## config.mk

```make
export PLATFORM = sky130hd
export DESIGN_NAME = rv_core
export DESIGN_NICKNAME = d
export VERILOG_FILES = /design/src/source/rv_pkg.sv /design/src/source/rv_core.sv /design/src/source/rv_decode.sv /design/src/source/rv_execute.sv /design/src/source/rv_hazard.sv /design/src/source/rv_pipe_reg.sv /design/src/source/rv_regfile.sv
export SDC_FILE = /design/constraint.sdc
export NUM_CORES = 2
export LEC_CHECK = 0
export BUFFER_PORTS_ARGS = -buffer_cell sky130_fd_sc_hd__buf_2
export CORE_MARGIN = 1
export CORE_UTILIZATION = 42
export CTS_BUF_LIST = sky130_fd_sc_hd__clkbuf_4
export DETAILED_ROUTE_END_ITERATION = 10
export PLACE_DENSITY = 0.65
export SLEW_MARGIN = 20
export SYNTH_ARGS = -nofsm -noshare
export SYNTH_HDL_FRONTEND = slang
export SYNTH_SLANG_ARGS = --single-unit
```

## constraint.sdc

```tcl
create_clock -name clock -period 10.16 [get_ports clock]
set_input_delay 1.016 -clock clock [delete_from_list [all_inputs] [get_ports clock]]
set_output_delay 1.016 -clock clock [all_outputs]
set_load 0.005 [all_outputs]
```

## src/source/rv_pkg.sv

```systemverilog
`default_nettype none

package rv_pkg;

	localparam int xlen = 32;

	typedef logic [4:0] reg_addr_t;
	typedef logic [xlen-1:0] word_t;

	// base opcodes, instr[6:0]
	localparam logic [6:0] op_reg = 7'b0110011;
	localparam logic [6:0] op_imm = 7'b0010011;
	localparam logic [6:0] op_load = 7'b0000011;
	localparam logic [6:0] op_store = 7'b0100011;
	localparam logic [6:0] op_branch = 7'b1100011;
	localparam logic [6:0] op_jal = 7'b1101111;

	// addi x0, x0, 0
	localparam word_t nop_instr = 32'h0000_0013;

	typedef enum logic [2:0] {
		alu_add,
		alu_sub,
		alu_and,
		alu_or,
		alu_xor,
		alu_slt
	} alu_op_t;

	typedef struct packed {
		logic reg_write;
		logic mem_read;
		logic mem_write;
		logic mem_to_reg;
		logic alu_src_imm;
		logic branch;
		logic jump;
		alu_op_t alu_op;
	} ctrl_t;

	typedef struct packed {
		word_t pc;
		word_t instr;
	} ifid_t;

	// register values are as read in decode, forwarding fixes them up in execute
	typedef struct packed {
		ctrl_t ctrl;
		word_t pc;
		word_t rs1_val;
		word_t rs2_val;
		word_t imm;
		reg_addr_t rs1;
		reg_addr_t rs2;
		reg_addr_t rd;
	} idex_t;

	typedef struct packed {
		logic reg_write;
		logic mem_read;
		logic mem_write;
		logic mem_to_reg;
		reg_addr_t rd;
		word_t result;
		word_t store_data;
	} exmem_t;

	// load data bypasses this struct, it is taken from the memory port
	typedef struct packed {
		logic reg_write;
		logic mem_to_reg;
		reg_addr_t rd;
		word_t result;
	} memwb_t;

endpackage

`default_nettype wire

```

## src/source/rv_core.sv

```systemverilog
`default_nettype none

module rv_core #(
	parameter rv_pkg::word_t reset_pc = '0
) (
	input wire logic clock,
	input wire logic reset,
	output rv_pkg::word_t imem_addr,
	input wire rv_pkg::word_t imem_data,
	output logic dmem_ren,
	output logic dmem_wen,
	output rv_pkg::word_t dmem_addr,
	output rv_pkg::word_t dmem_wdata,
	input wire rv_pkg::word_t dmem_rdata
);

	localparam rv_pkg::ifid_t ifid_empty = '{pc: '0, instr: rv_pkg::nop_instr};

	rv_pkg::word_t pc;
	rv_pkg::ifid_t ifid_d;
	rv_pkg::ifid_t ifid_q;
	rv_pkg::idex_t idex_d;
	rv_pkg::idex_t idex_q;
	rv_pkg::exmem_t exmem_d;
	rv_pkg::exmem_t exmem_q;
	rv_pkg::memwb_t memwb_d;
	rv_pkg::memwb_t memwb_q;
	rv_pkg::reg_addr_t id_rs1;
	rv_pkg::reg_addr_t id_rs2;
	rv_pkg::word_t rd_a;
	rv_pkg::word_t rd_b;
	rv_pkg::word_t load_data;
	rv_pkg::word_t wb_data;
	rv_pkg::word_t target;
	logic redirect;
	logic stall;
	logic flush_ifid;
	logic flush_idex;

	// fetch
	always_ff @(posedge clock or negedge reset) begin
		if (!reset) begin
			pc <= reset_pc;
		end else if (redirect) begin
			pc <= target;
		end else if (!stall) begin
			pc <= pc + 32'd4;
		end
	end

	assign imem_addr = pc;
	assign ifid_d = '{pc: pc, instr: imem_data};

	rv_pipe_reg #(.payload_t(rv_pkg::ifid_t), .empty_value(ifid_empty)) u_ifid (
		.clock(clock), .reset(reset), .hold(stall), .flush(flush_ifid),
		.d(ifid_d), .q(ifid_q)
	);

	// decode
	rv_decode u_decode (
		.instr(ifid_q.instr), .pc(ifid_q.pc), .rs1(id_rs1), .rs2(id_rs2),
		.rd_a(rd_a), .rd_b(rd_b), .decoded(idex_d)
	);

	rv_regfile u_regfile (
		.clock(clock), .reset(reset), .ra_a(id_rs1), .ra_b(id_rs2),
		.wa(memwb_q.rd), .wen(memwb_q.reg_write), .wd(wb_data),
		.rd_a(rd_a), .rd_b(rd_b)
	);

	rv_hazard u_hazard (
		.id_rs1(id_rs1), .id_rs2(id_rs2), .ex_rd(idex_q.rd),
		.ex_mem_read(idex_q.ctrl.mem_read), .redirect(redirect),
		.stall(stall), .flush_ifid(flush_ifid), .flush_idex(flush_idex)
	);

	rv_pipe_reg #(.payload_t(rv_pkg::idex_t)) u_idex (
		.clock(clock), .reset(reset), .hold(1'b0), .flush(flush_idex),
		.d(idex_d), .q(idex_q)
	);

	// execute
	rv_execute u_execute (
		.ex(idex_q), .fwd_mem(exmem_q), .fwd_wb(memwb_q), .wb_data(wb_data),
		.result(exmem_d), .redirect(redirect), .target(target)
	);

	rv_pipe_reg #(.payload_t(rv_pkg::exmem_t)) u_exmem (
		.clock(clock), .reset(reset), .hold(1'b0), .flush(1'b0),
		.d(exmem_d), .q(exmem_q)
	);

	// loads are issued from execute, stores from memory
	assign dmem_ren = idex_q.ctrl.mem_read;
	assign dmem_wen = exmem_q.mem_write;
	assign dmem_addr = dmem_ren ? exmem_d.result : exmem_q.result;
	assign dmem_wdata = exmem_q.store_data;

	assign memwb_d = '{
		reg_write: exmem_q.reg_write,
		mem_to_reg: exmem_q.mem_to_reg,
		rd: exmem_q.rd,
		result: exmem_q.result
	};

	rv_pipe_reg #(.payload_t(rv_pkg::memwb_t)) u_memwb (
		.clock(clock), .reset(reset), .hold(1'b0), .flush(1'b0),
		.d(memwb_d), .q(memwb_q)
	);

	// read data arrives during memory, lines up with MEM/WB
	always_ff @(posedge clock) begin
		load_data <= dmem_rdata;
	end

	// writeback
	assign wb_data = memwb_q.mem_to_reg ? load_data : memwb_q.result;

endmodule

`default_nettype wire

```

## src/source/rv_decode.sv

```systemverilog
`default_nettype none

module rv_decode (
	input wire rv_pkg::word_t instr,
	input wire rv_pkg::word_t pc,
	output rv_pkg::reg_addr_t rs1,
	output rv_pkg::reg_addr_t rs2,
	input wire rv_pkg::word_t rd_a,
	input wire rv_pkg::word_t rd_b,
	output rv_pkg::idex_t decoded
);

	logic [6:0] opcode;
	logic [2:0] funct3;
	rv_pkg::alu_op_t arith_op;
	rv_pkg::ctrl_t ctrl;
	rv_pkg::word_t imm;

	assign opcode = instr[6:0];
	assign funct3 = instr[14:12];
	assign rs1 = instr[19:15];
	assign rs2 = instr[24:20];

	// funct7 bit 5 only means sub for register ops
	always_comb begin
		case (funct3)
			3'b010: arith_op = rv_pkg::alu_slt;
			3'b100: arith_op = rv_pkg::alu_xor;
			3'b110: arith_op = rv_pkg::alu_or;
			3'b111: arith_op = rv_pkg::alu_and;
			default: begin
				if (opcode == rv_pkg::op_reg && instr[30]) begin
					arith_op = rv_pkg::alu_sub;
				end else begin
					arith_op = rv_pkg::alu_add;
				end
			end
		endcase
	end

	always_comb begin
		ctrl = '0;
		imm = '0;
		case (opcode)
			rv_pkg::op_reg: begin
				ctrl.reg_write = 1'b1;
				ctrl.alu_op = arith_op;
			end
			rv_pkg::op_imm: begin
				ctrl.reg_write = 1'b1;
				ctrl.alu_src_imm = 1'b1;
				ctrl.alu_op = arith_op;
				imm = {{20{instr[31]}}, instr[31:20]};
			end
			rv_pkg::op_load: begin
				ctrl.reg_write = 1'b1;
				ctrl.mem_read = 1'b1;
				ctrl.mem_to_reg = 1'b1;
				ctrl.alu_src_imm = 1'b1;
				imm = {{20{instr[31]}}, instr[31:20]};
			end
			rv_pkg::op_store: begin
				ctrl.mem_write = 1'b1;
				ctrl.alu_src_imm = 1'b1;
				imm = {{20{instr[31]}}, instr[31:25], instr[11:7]};
			end
			rv_pkg::op_branch: begin
				ctrl.branch = 1'b1;
				imm = {{19{instr[31]}}, instr[31], instr[7], instr[30:25], instr[11:8], 1'b0};
			end
			rv_pkg::op_jal: begin
				ctrl.reg_write = 1'b1;
				ctrl.jump = 1'b1;
				imm = {{11{instr[31]}}, instr[31], instr[19:12], instr[20], instr[30:21], 1'b0};
			end
			default: begin
				// unknown opcode behaves as a bubble
				ctrl = '0;
			end
		endcase
	end

	assign decoded = '{
		ctrl: ctrl,
		pc: pc,
		rs1_val: rd_a,
		rs2_val: rd_b,
		imm: imm,
		rs1: rs1,
		rs2: rs2,
		rd: instr[11:7]
	};

endmodule

`default_nettype wire

```

## src/source/rv_execute.sv

```systemverilog
`default_nettype none

module rv_execute (
	input wire rv_pkg::idex_t ex,
	input wire rv_pkg::exmem_t fwd_mem,
	input wire rv_pkg::memwb_t fwd_wb,
	input wire rv_pkg::word_t wb_data,
	output rv_pkg::exmem_t result,
	output logic redirect,
	output rv_pkg::word_t target
);

	logic mem_ok;
	logic wb_ok;
	rv_pkg::word_t op_a;
	rv_pkg::word_t op_b;
	rv_pkg::word_t alu_b;
	rv_pkg::word_t alu_out;

	// a load in memory has only its address here, the stall covers that case
	assign mem_ok = fwd_mem.reg_write && !fwd_mem.mem_read && fwd_mem.rd != '0;
	assign wb_ok = fwd_wb.reg_write && fwd_wb.rd != '0;

	// memory stage is younger, so it takes priority
	assign op_a = (mem_ok && fwd_mem.rd == ex.rs1) ? fwd_mem.result :
		(wb_ok && fwd_wb.rd == ex.rs1) ? wb_data : ex.rs1_val;
	assign op_b = (mem_ok && fwd_mem.rd == ex.rs2) ? fwd_mem.result :
		(wb_ok && fwd_wb.rd == ex.rs2) ? wb_data : ex.rs2_val;

	assign alu_b = ex.ctrl.alu_src_imm ? ex.imm : op_b;

	always_comb begin
		case (ex.ctrl.alu_op)
			rv_pkg::alu_sub: alu_out = op_a - alu_b;
			rv_pkg::alu_and: alu_out = op_a & alu_b;
			rv_pkg::alu_or: alu_out = op_a | alu_b;
			rv_pkg::alu_xor: alu_out = op_a ^ alu_b;
			rv_pkg::alu_slt: alu_out = {31'b0, $signed(op_a) < $signed(alu_b)};
			default: alu_out = op_a + alu_b;
		endcase
	end

	// jal writes back its link address instead of the ALU value
	assign result = '{
		reg_write: ex.ctrl.reg_write,
		mem_read: ex.ctrl.mem_read,
		mem_write: ex.ctrl.mem_write,
		mem_to_reg: ex.ctrl.mem_to_reg,
		rd: ex.rd,
		result: ex.ctrl.jump ? ex.pc + 32'd4 : alu_out,
		store_data: op_b
	};

	// beq compares the forwarded register values directly
	assign redirect = ex.ctrl.jump || (ex.ctrl.branch && op_a == op_b);
	assign target = ex.pc + ex.imm;

endmodule

`default_nettype wire

```

## src/source/rv_hazard.sv

```systemverilog
`default_nettype none

module rv_hazard (
	input wire rv_pkg::reg_addr_t id_rs1,
	input wire rv_pkg::reg_addr_t id_rs2,
	input wire rv_pkg::reg_addr_t ex_rd,
	input wire logic ex_mem_read,
	input wire logic redirect,
	output logic stall,
	output logic flush_ifid,
	output logic flush_idex
);

	logic load_use;

	// load result is not ready until writeback, one bubble covers the gap
	assign load_use = ex_mem_read && ex_rd != '0 && (ex_rd == id_rs1 || ex_rd == id_rs2);

	// a taken redirect squashes the waiting instruction anyway
	assign stall = load_use && !redirect;
	assign flush_ifid = redirect;
	assign flush_idex = redirect || load_use;

endmodule

`default_nettype wire

```

## src/source/rv_pipe_reg.sv

```systemverilog
`default_nettype none

module rv_pipe_reg #(
	parameter type payload_t = logic [31:0],
	parameter payload_t empty_value = '0
) (
	input wire logic clock,
	input wire logic reset,
	input wire logic hold,
	input wire logic flush,
	input wire payload_t d,
	output payload_t q
);

	// flush wins over hold so a stalled slot can still be squashed
	always_ff @(posedge clock or negedge reset) begin
		if (!reset) begin
			q <= empty_value;
		end else if (flush) begin
			q <= empty_value;
		end else if (!hold) begin
			q <= d;
		end
	end

endmodule

`default_nettype wire

```

## src/source/rv_regfile.sv

```systemverilog
`default_nettype none

module rv_regfile (
	input wire logic clock,
	input wire logic reset,
	input wire rv_pkg::reg_addr_t ra_a,
	input wire rv_pkg::reg_addr_t ra_b,
	input wire rv_pkg::reg_addr_t wa,
	input wire logic wen,
	input wire rv_pkg::word_t wd,
	output rv_pkg::word_t rd_a,
	output rv_pkg::word_t rd_b
);

	// x0 has no storage
	rv_pkg::word_t regs [1:31];

	always_ff @(posedge clock or negedge reset) begin
		if (!reset) begin
			for (int i = 1; i < 32; i++) begin
				regs[i] <= '0;
			end
		end else if (wen && wa != '0) begin
			regs[wa] <= wd;
		end
	end

	// writeback in the same cycle is visible to decode
	always_comb begin
		if (ra_a == '0) begin
			rd_a = '0;
		end else if (wen && wa == ra_a) begin
			rd_a = wd;
		end else begin
			rd_a = regs[ra_a];
		end
	end

	always_comb begin
		if (ra_b == '0) begin
			rd_b = '0;
		end else if (wen && wa == ra_b) begin
			rd_b = wd;
		end else begin
			rd_b = regs[ra_b];
		end
	end

endmodule

`default_nettype wire

```

Yosys cells after proc, flatten, opt, wreduce, memory -nomap -nowiden
Cells that the tools add are included.
Widths: inputs -> output; s select.
{"block": "word_totals", "memories": 0, "romBits": 0, "ramBits": 0, "latch_bits": 0, "output_inout_bits": 98, "regBits": 1385, "elab_cells": 168}
{"block": "op_classes", "n_addsub": 5, "mul": 0, "eq_ne": 25, "magnitude_cmp": 5, "div": 0, "bitwise_logic": 6, "n_reduce_logical": 29, "muxes": 37, "shifts": 0}
{"cell": "$bwmux 992", "n": 1}
{"cell": "$mux 32", "n": 19}
{"cell": "$bmux 32 s5", "n": 2}
{"cell": "$demux 32 s5", "n": 1}
{"cell": "$pmux 32 s5", "n": 1}
{"cell": "$mux 153", "n": 1}
{"cell": "$mux 64", "n": 2}
{"cell": "$pmux 32 s4", "n": 1}
{"cell": "$add 32x3->32 const B", "n": 2}
{"cell": "$add 32x32->32", "n": 2}
{"cell": "$eq 5x5->1", "n": 8}
{"cell": "$and 32x32->32", "n": 1}
{"cell": "$eq 32x32->1", "n": 1}
{"cell": "$lt 32x32->1", "n": 1}
{"cell": "$or 32x32->32", "n": 1}
{"cell": "$sub 32x32->32", "n": 1}
{"cell": "$xor 32x32->32", "n": 1}
{"cell": "$ge 6x6->1 const B", "n": 3}
{"cell": "$not 5->6", "n": 3}
{"cell": "$eq 3x3->1 const B", "n": 5}
{"cell": "$logic_and 1x1->1", "n": 15}
{"cell": "$reduce_bool 5->1", "n": 3}
{"cell": "$eq 7x6->1 const B", "n": 2}
{"cell": "$eq 7x7->1 const B", "n": 2}
{"cell": "15 further kinds", "n": 28}

Logic depth before layout (Yosys ltp)
{"block": "logic_depth", "word_depth": 12, "mapped_depth": 23, "ltp_nobuf": 20}

By module
Synthesis repeated with hierarchy kept, for this count alone.
{"block": "unflattened", "cells_unflattened": 6866, "area_unflattened_um2": 82610.5}
{"module": "rv_regfile", "area_per_inst_um2": 54139.4, "n_inst": 1, "cells_per_inst": 3731, "seq_area_each_um2": 24823.8}
{"module": "rv_execute", "area_per_inst_um2": 10126.0, "n_inst": 1, "cells_per_inst": 1548, "seq_area_each_um2": 0.0}
{"module": "rv_pipe_reg at u_idex", "area_per_inst_um2": 6165.9, "n_inst": 1, "cells_per_inst": 493, "seq_area_each_um2": 3828.7}
{"module": "rv_core", "area_per_inst_um2": 3301.9, "n_inst": 1, "cells_per_inst": 316, "seq_area_each_um2": 1441.4}
{"module": "rv_pipe_reg at u_exmem", "area_per_inst_um2": 3022.9, "n_inst": 1, "cells_per_inst": 235, "seq_area_each_um2": 1826.8}
{"module": "rv_pipe_reg at u_ifid", "area_per_inst_um2": 2663.8, "n_inst": 1, "cells_per_inst": 206, "seq_area_each_um2": 1605.3}
{"module": "rv_pipe_reg at u_memwb", "area_per_inst_um2": 1595.3, "n_inst": 1, "cells_per_inst": 126, "seq_area_each_um2": 975.9}
{"module": "rv_decode", "area_per_inst_um2": 1446.4, "n_inst": 1, "cells_per_inst": 191, "seq_area_each_um2": 0.0}
{"module": "rv_hazard", "area_per_inst_um2": 148.9, "n_inst": 1, "cells_per_inst": 20, "seq_area_each_um2": 0.0}

Worst setup path after synthesis
Ideal clock, no wire load.
{"block": "synth_path", "path_kind": "flip-flop to output port", "from": "register u_exmem.q[66] in the netlist's numbering", "to": "output dmem_addr[27]", "path_stages_with_launch": 22, "path_slack_ns": 4.018, "t_arrival_ns": 5.126, "path_buffers": 5, "cell_sequence": "dfrtp_1 xor2_1 nor2_2 and4_1 buf_2 clkbuf_1 clkbuf_1 clkbuf_1 o21ai_0 mux2_2 ha_1 clkbuf_1 inv_1 nand4_1 or3_1 nor3_1 nand3_1 a2111oi_0 or3_1 xor2_1 a2111o_1 a31oi_1"}
{"element": "start: declaration", "line_no": "rv_pipe_reg.sv:12", "text": "output payload_t q"}
{"element": "start signal: assignment", "line_no": "rv_pipe_reg.sv:18", "text": "q <= empty_value;"}
{"element": "start signal: assignment", "line_no": "rv_pipe_reg.sv:20", "text": "q <= empty_value;"}
{"element": "end: declaration", "line_no": "rv_core.sv:12", "text": "output rv_pkg::word_t dmem_addr,"}

==> results.toml <==
[timing]
tightest_slew_ps = 1205
hold_ws_ps = 274.9
maxSlewViolCount = 0
min_period_ps = 9245
setup_viol = 0
relSlewSlack_pct = 19.49
min_period_over_period_pct = 91.00
rsz0062_at_grt = "no"
max_freq_mhz = 108.2
finalHoldViolCount = 0
final.setup_skew_ps = 90.26
setup-tns-final_ps = 0

[floorplanning]
num_rows = 155
start_util_pct = 42.31
die_y_um = 425.9
fp.coreArea_sq_um = 178400
io_pins = 164
die_area_sq_um = 181400
die_w_um = 425.9

[finish]
nFillCells = 16270
fin_nets = 7275
area_delta_synth_final_pct = 10.66
regArea_sq_um = 34220
drive_gt1_share_pct = 23.63
multi_input_area_sq_um = 38700

[logic_synthesis]
seq_area_frac_synth_pct = 45.27
synthFlopType = "dfrtp_1"
synth.avg_cell_area_sq_um = 10.77
yosys_warnings = 0
ys_ff_latch = 1372
synth_edf_count = 0
postSynthCellCount = 7012
synth_fa_ha_area_share_pct = 2.218
synth.area.mux_share_pct = 22.11
synth_top_family_by_area = "multiplexers"
synth-simple-area-share_pct = 10.75
async_flop_share_pct = 97.67
yosys.area_share.xor_xnor_pct = 2.030
synth_compound_area_share_pct = 13.36
synth.distinct_cells = 86
synth_nets = 7210
syn_area_sq_um = 75490

[worst_setup_path]
path_max_fanout = 47
crit_chain = "xnor2_1 > and4_2 > and2_1 > o21ai_1 > o21ai_0 > mux2_2 > ha_1 > nor2b_1 > o21a_1 > o21ai_0 > a21oi_1 > o21ai_1 > a31oi_1 > a2111oi_0 > nor3_1 > o211ai_1 > a32oi_1 > mux2_2 > buf_2"
crit_type = "reg2out"
critPathLaunchType = "flip-flop"
critPathMaxStageDelay_ps = 800
cp_num_buf_inv = 1
crit_family = "compound AO/OA/AOI/OAI gates"
crit_required_ps = 9140
cp_num_cells = 19
critPathSlowestCell = "and4_2"
endpoint_kind = "output port"
reg2reg_depth = 12
worstPathArrival_ps = 8230

[route]
ant_nets = 0
dr.pass1.iters = 6
routed_wl_um = 253300
dr_total_vias = 58500
drc = 0
first_iter_violations = 5925
via_per_inst = 6.037
wl_per_cell_um = 26.14

[power_and_ir_drop]
power_density_nw_per_um2 = 154.2
ir_drop_mv = 0.1138
leakage_uw = 0.03630

[clock_network]
clock_path_buffers = 4
cts_buffers = 370
post-cts-setup-buffers = 0
htreeDepth = 5
tritoncts = "yes"
clock-sinks = 1372
cts-root-buf = "clkbuf_4"
clk_latency_ps = 1400
path_clk_slew_ps = 70

[worst_hold_path]
min_path_type = "in2async"

[grt]
grt_pass1_wl_um = 378200
overflow = 0
grt_pass1_vias = 58690
grtUsageTotal_pct = 27.93
grt_max_degree = 204
antenna_found_initial = 10

[place]
dp_hpwl_um = 156500
io_buffers = 163
routabilityCongestion = 0.9553

[run]
drv_cap = 0

[run_status]
outcome = "finished, final reports clean"
-- worst paths after layout --
path                                         start                         endpoint  slack [ps]
setup / recovery           u_memwb.q[33]$_DFF_PN0_                    dmem_addr[28]         910
hold / removal                               reset  u_regfile.regs[732]$_DFFE_PN0P_         270
setup reg to reg           u_memwb.q[33]$_DFF_PN0_        imem_addr[14]$_DFFE_PN0P_        3190
hold reg to reg            u_idex.q[150]$_DFF_PN0_          u_exmem.q[70]$_DFF_PN0_         360
max in group asynchronous                    reset  u_regfile.regs[203]$_DFFE_PN0P_        7440
min in group clock                   dmem_rdata[6]             load_data[6]$_DFF_P_         300
-- power by group --
part	leakage (uW)	total, uW	internal, uW	switching [uW]
clock	0.00263	4770	2400	2380
combinational	0.0150	1990	806	1180
sequential	0.0186	6120	5760	362
total	0.0363	12900	8960	3920
-- layer usage --
layer | GRT usage [%] | wire [um] | up-vias
li1 | - | - | 25600
met1 | 35.71 | 98600 | 29450
met2 | 43.90 | 118500 | 2784
met3 | 6.210 | 21360 | 658
met4 | 15.74 | 14840 | 2
met5 | 0 | 13 | -
-- logic make-up (layout without fill, tap and decap cells) --
kind of cell / count (synthesis) / in the layout
flip-flops: 1372 / 1372
buffers and inverters: 776 / 1089
multiplexers: 926 / 926
AO/OA/AOI/OAI: 1741 / 1741
adder cells (fa/ha/maj): 132 / 132
other: 0 / 10
AND/OR/NAND/NOR: 1890 / 1890
XOR/XNOR: 175 / 175
-- through the flow --
| step | power, uW | cells | util (%) | instance area, sq um | setup slack, ps |
|---|---|---|---|---|---|
| after global routing | 13450 | 9688 | 46.82 | 83530 | 230.4 |
| after detailed placement | 8117 | 8981 | 43.79 | 78130 | 2356 |
| after global placement | 8073 | 8979 | 43.76 | 78080 | 2337 |
| after floorplan | 7343 | 7012 | - | 75490 | 4018 |
| final | 12880 | 9690 | 46.82 | 83530 | 914.9 |
| after CTS | 12910 | 9666 | 46.60 | 83140 | 817.7 |
-- cell usage after synthesis (81+ instances only) --
cell type	count	area [sq um]
a21oi_1	818	4094
mux2_2	170	1914
xor2_1	81	709.4
inv_1	115	431.7
mux2i_1	177	1772
o21ai_0	508	2542
clkbuf_1	491	1843
nor2_1	892	3348
xnor2_1	94	823.3
mux4_2	576	12970
dfrtp_1	1337	33460
nand2_1	574	2155
ha_1	129	1614
-- sequential cells by signal (all words and copies together) (netlist names) --
name            count
u_exmem.q          72
load_data          32
imem_addr          32
u_idex.q          141
u_ifid.q           64
u_memwb.q          39
u_regfile.regs    992
-- cell type report --
type | count | area share [%]
well taps | 2355 | 3.527
clock buffers | 528 | 4.745
inverters | 118 | 0.5302
flip-flops and latches | 1372 | 40.97
diodes | 10 | 0.02996
repair buffers | 351 | 3.399
clock inverters | 92 | 0.4748
multi-input cells | 4864 | 46.33
-- cell usage in the layout, fill, tap and decap left out, drive strengths merged, types with 24 or more instances in the layout --
cell and count:
dfrtp 1337, nor2 894, a21oi 825, mux4 576, nand2 574, o21ai 533, clkbuf 529, buf 285
mux2i 177, mux2 173, ha 129, inv 123, xnor2 94, clkinv 85, xor2 81, and2 68
a22o 65, dlygate4sd3 65, nand3 63, and3 59, nand4 54, nor3 53, o31ai 44, dfxtp 32
nor2b 32, a21o 31, o21a 26, nand2b 24
-- what timing repair did --
action / 4_1_cts / 5_1_grt
hold endpoints to repair: 197 / 0
resized for setup: 0 / 0
hold buffers: 65 / 0
(Power assumes the default switching activity.)
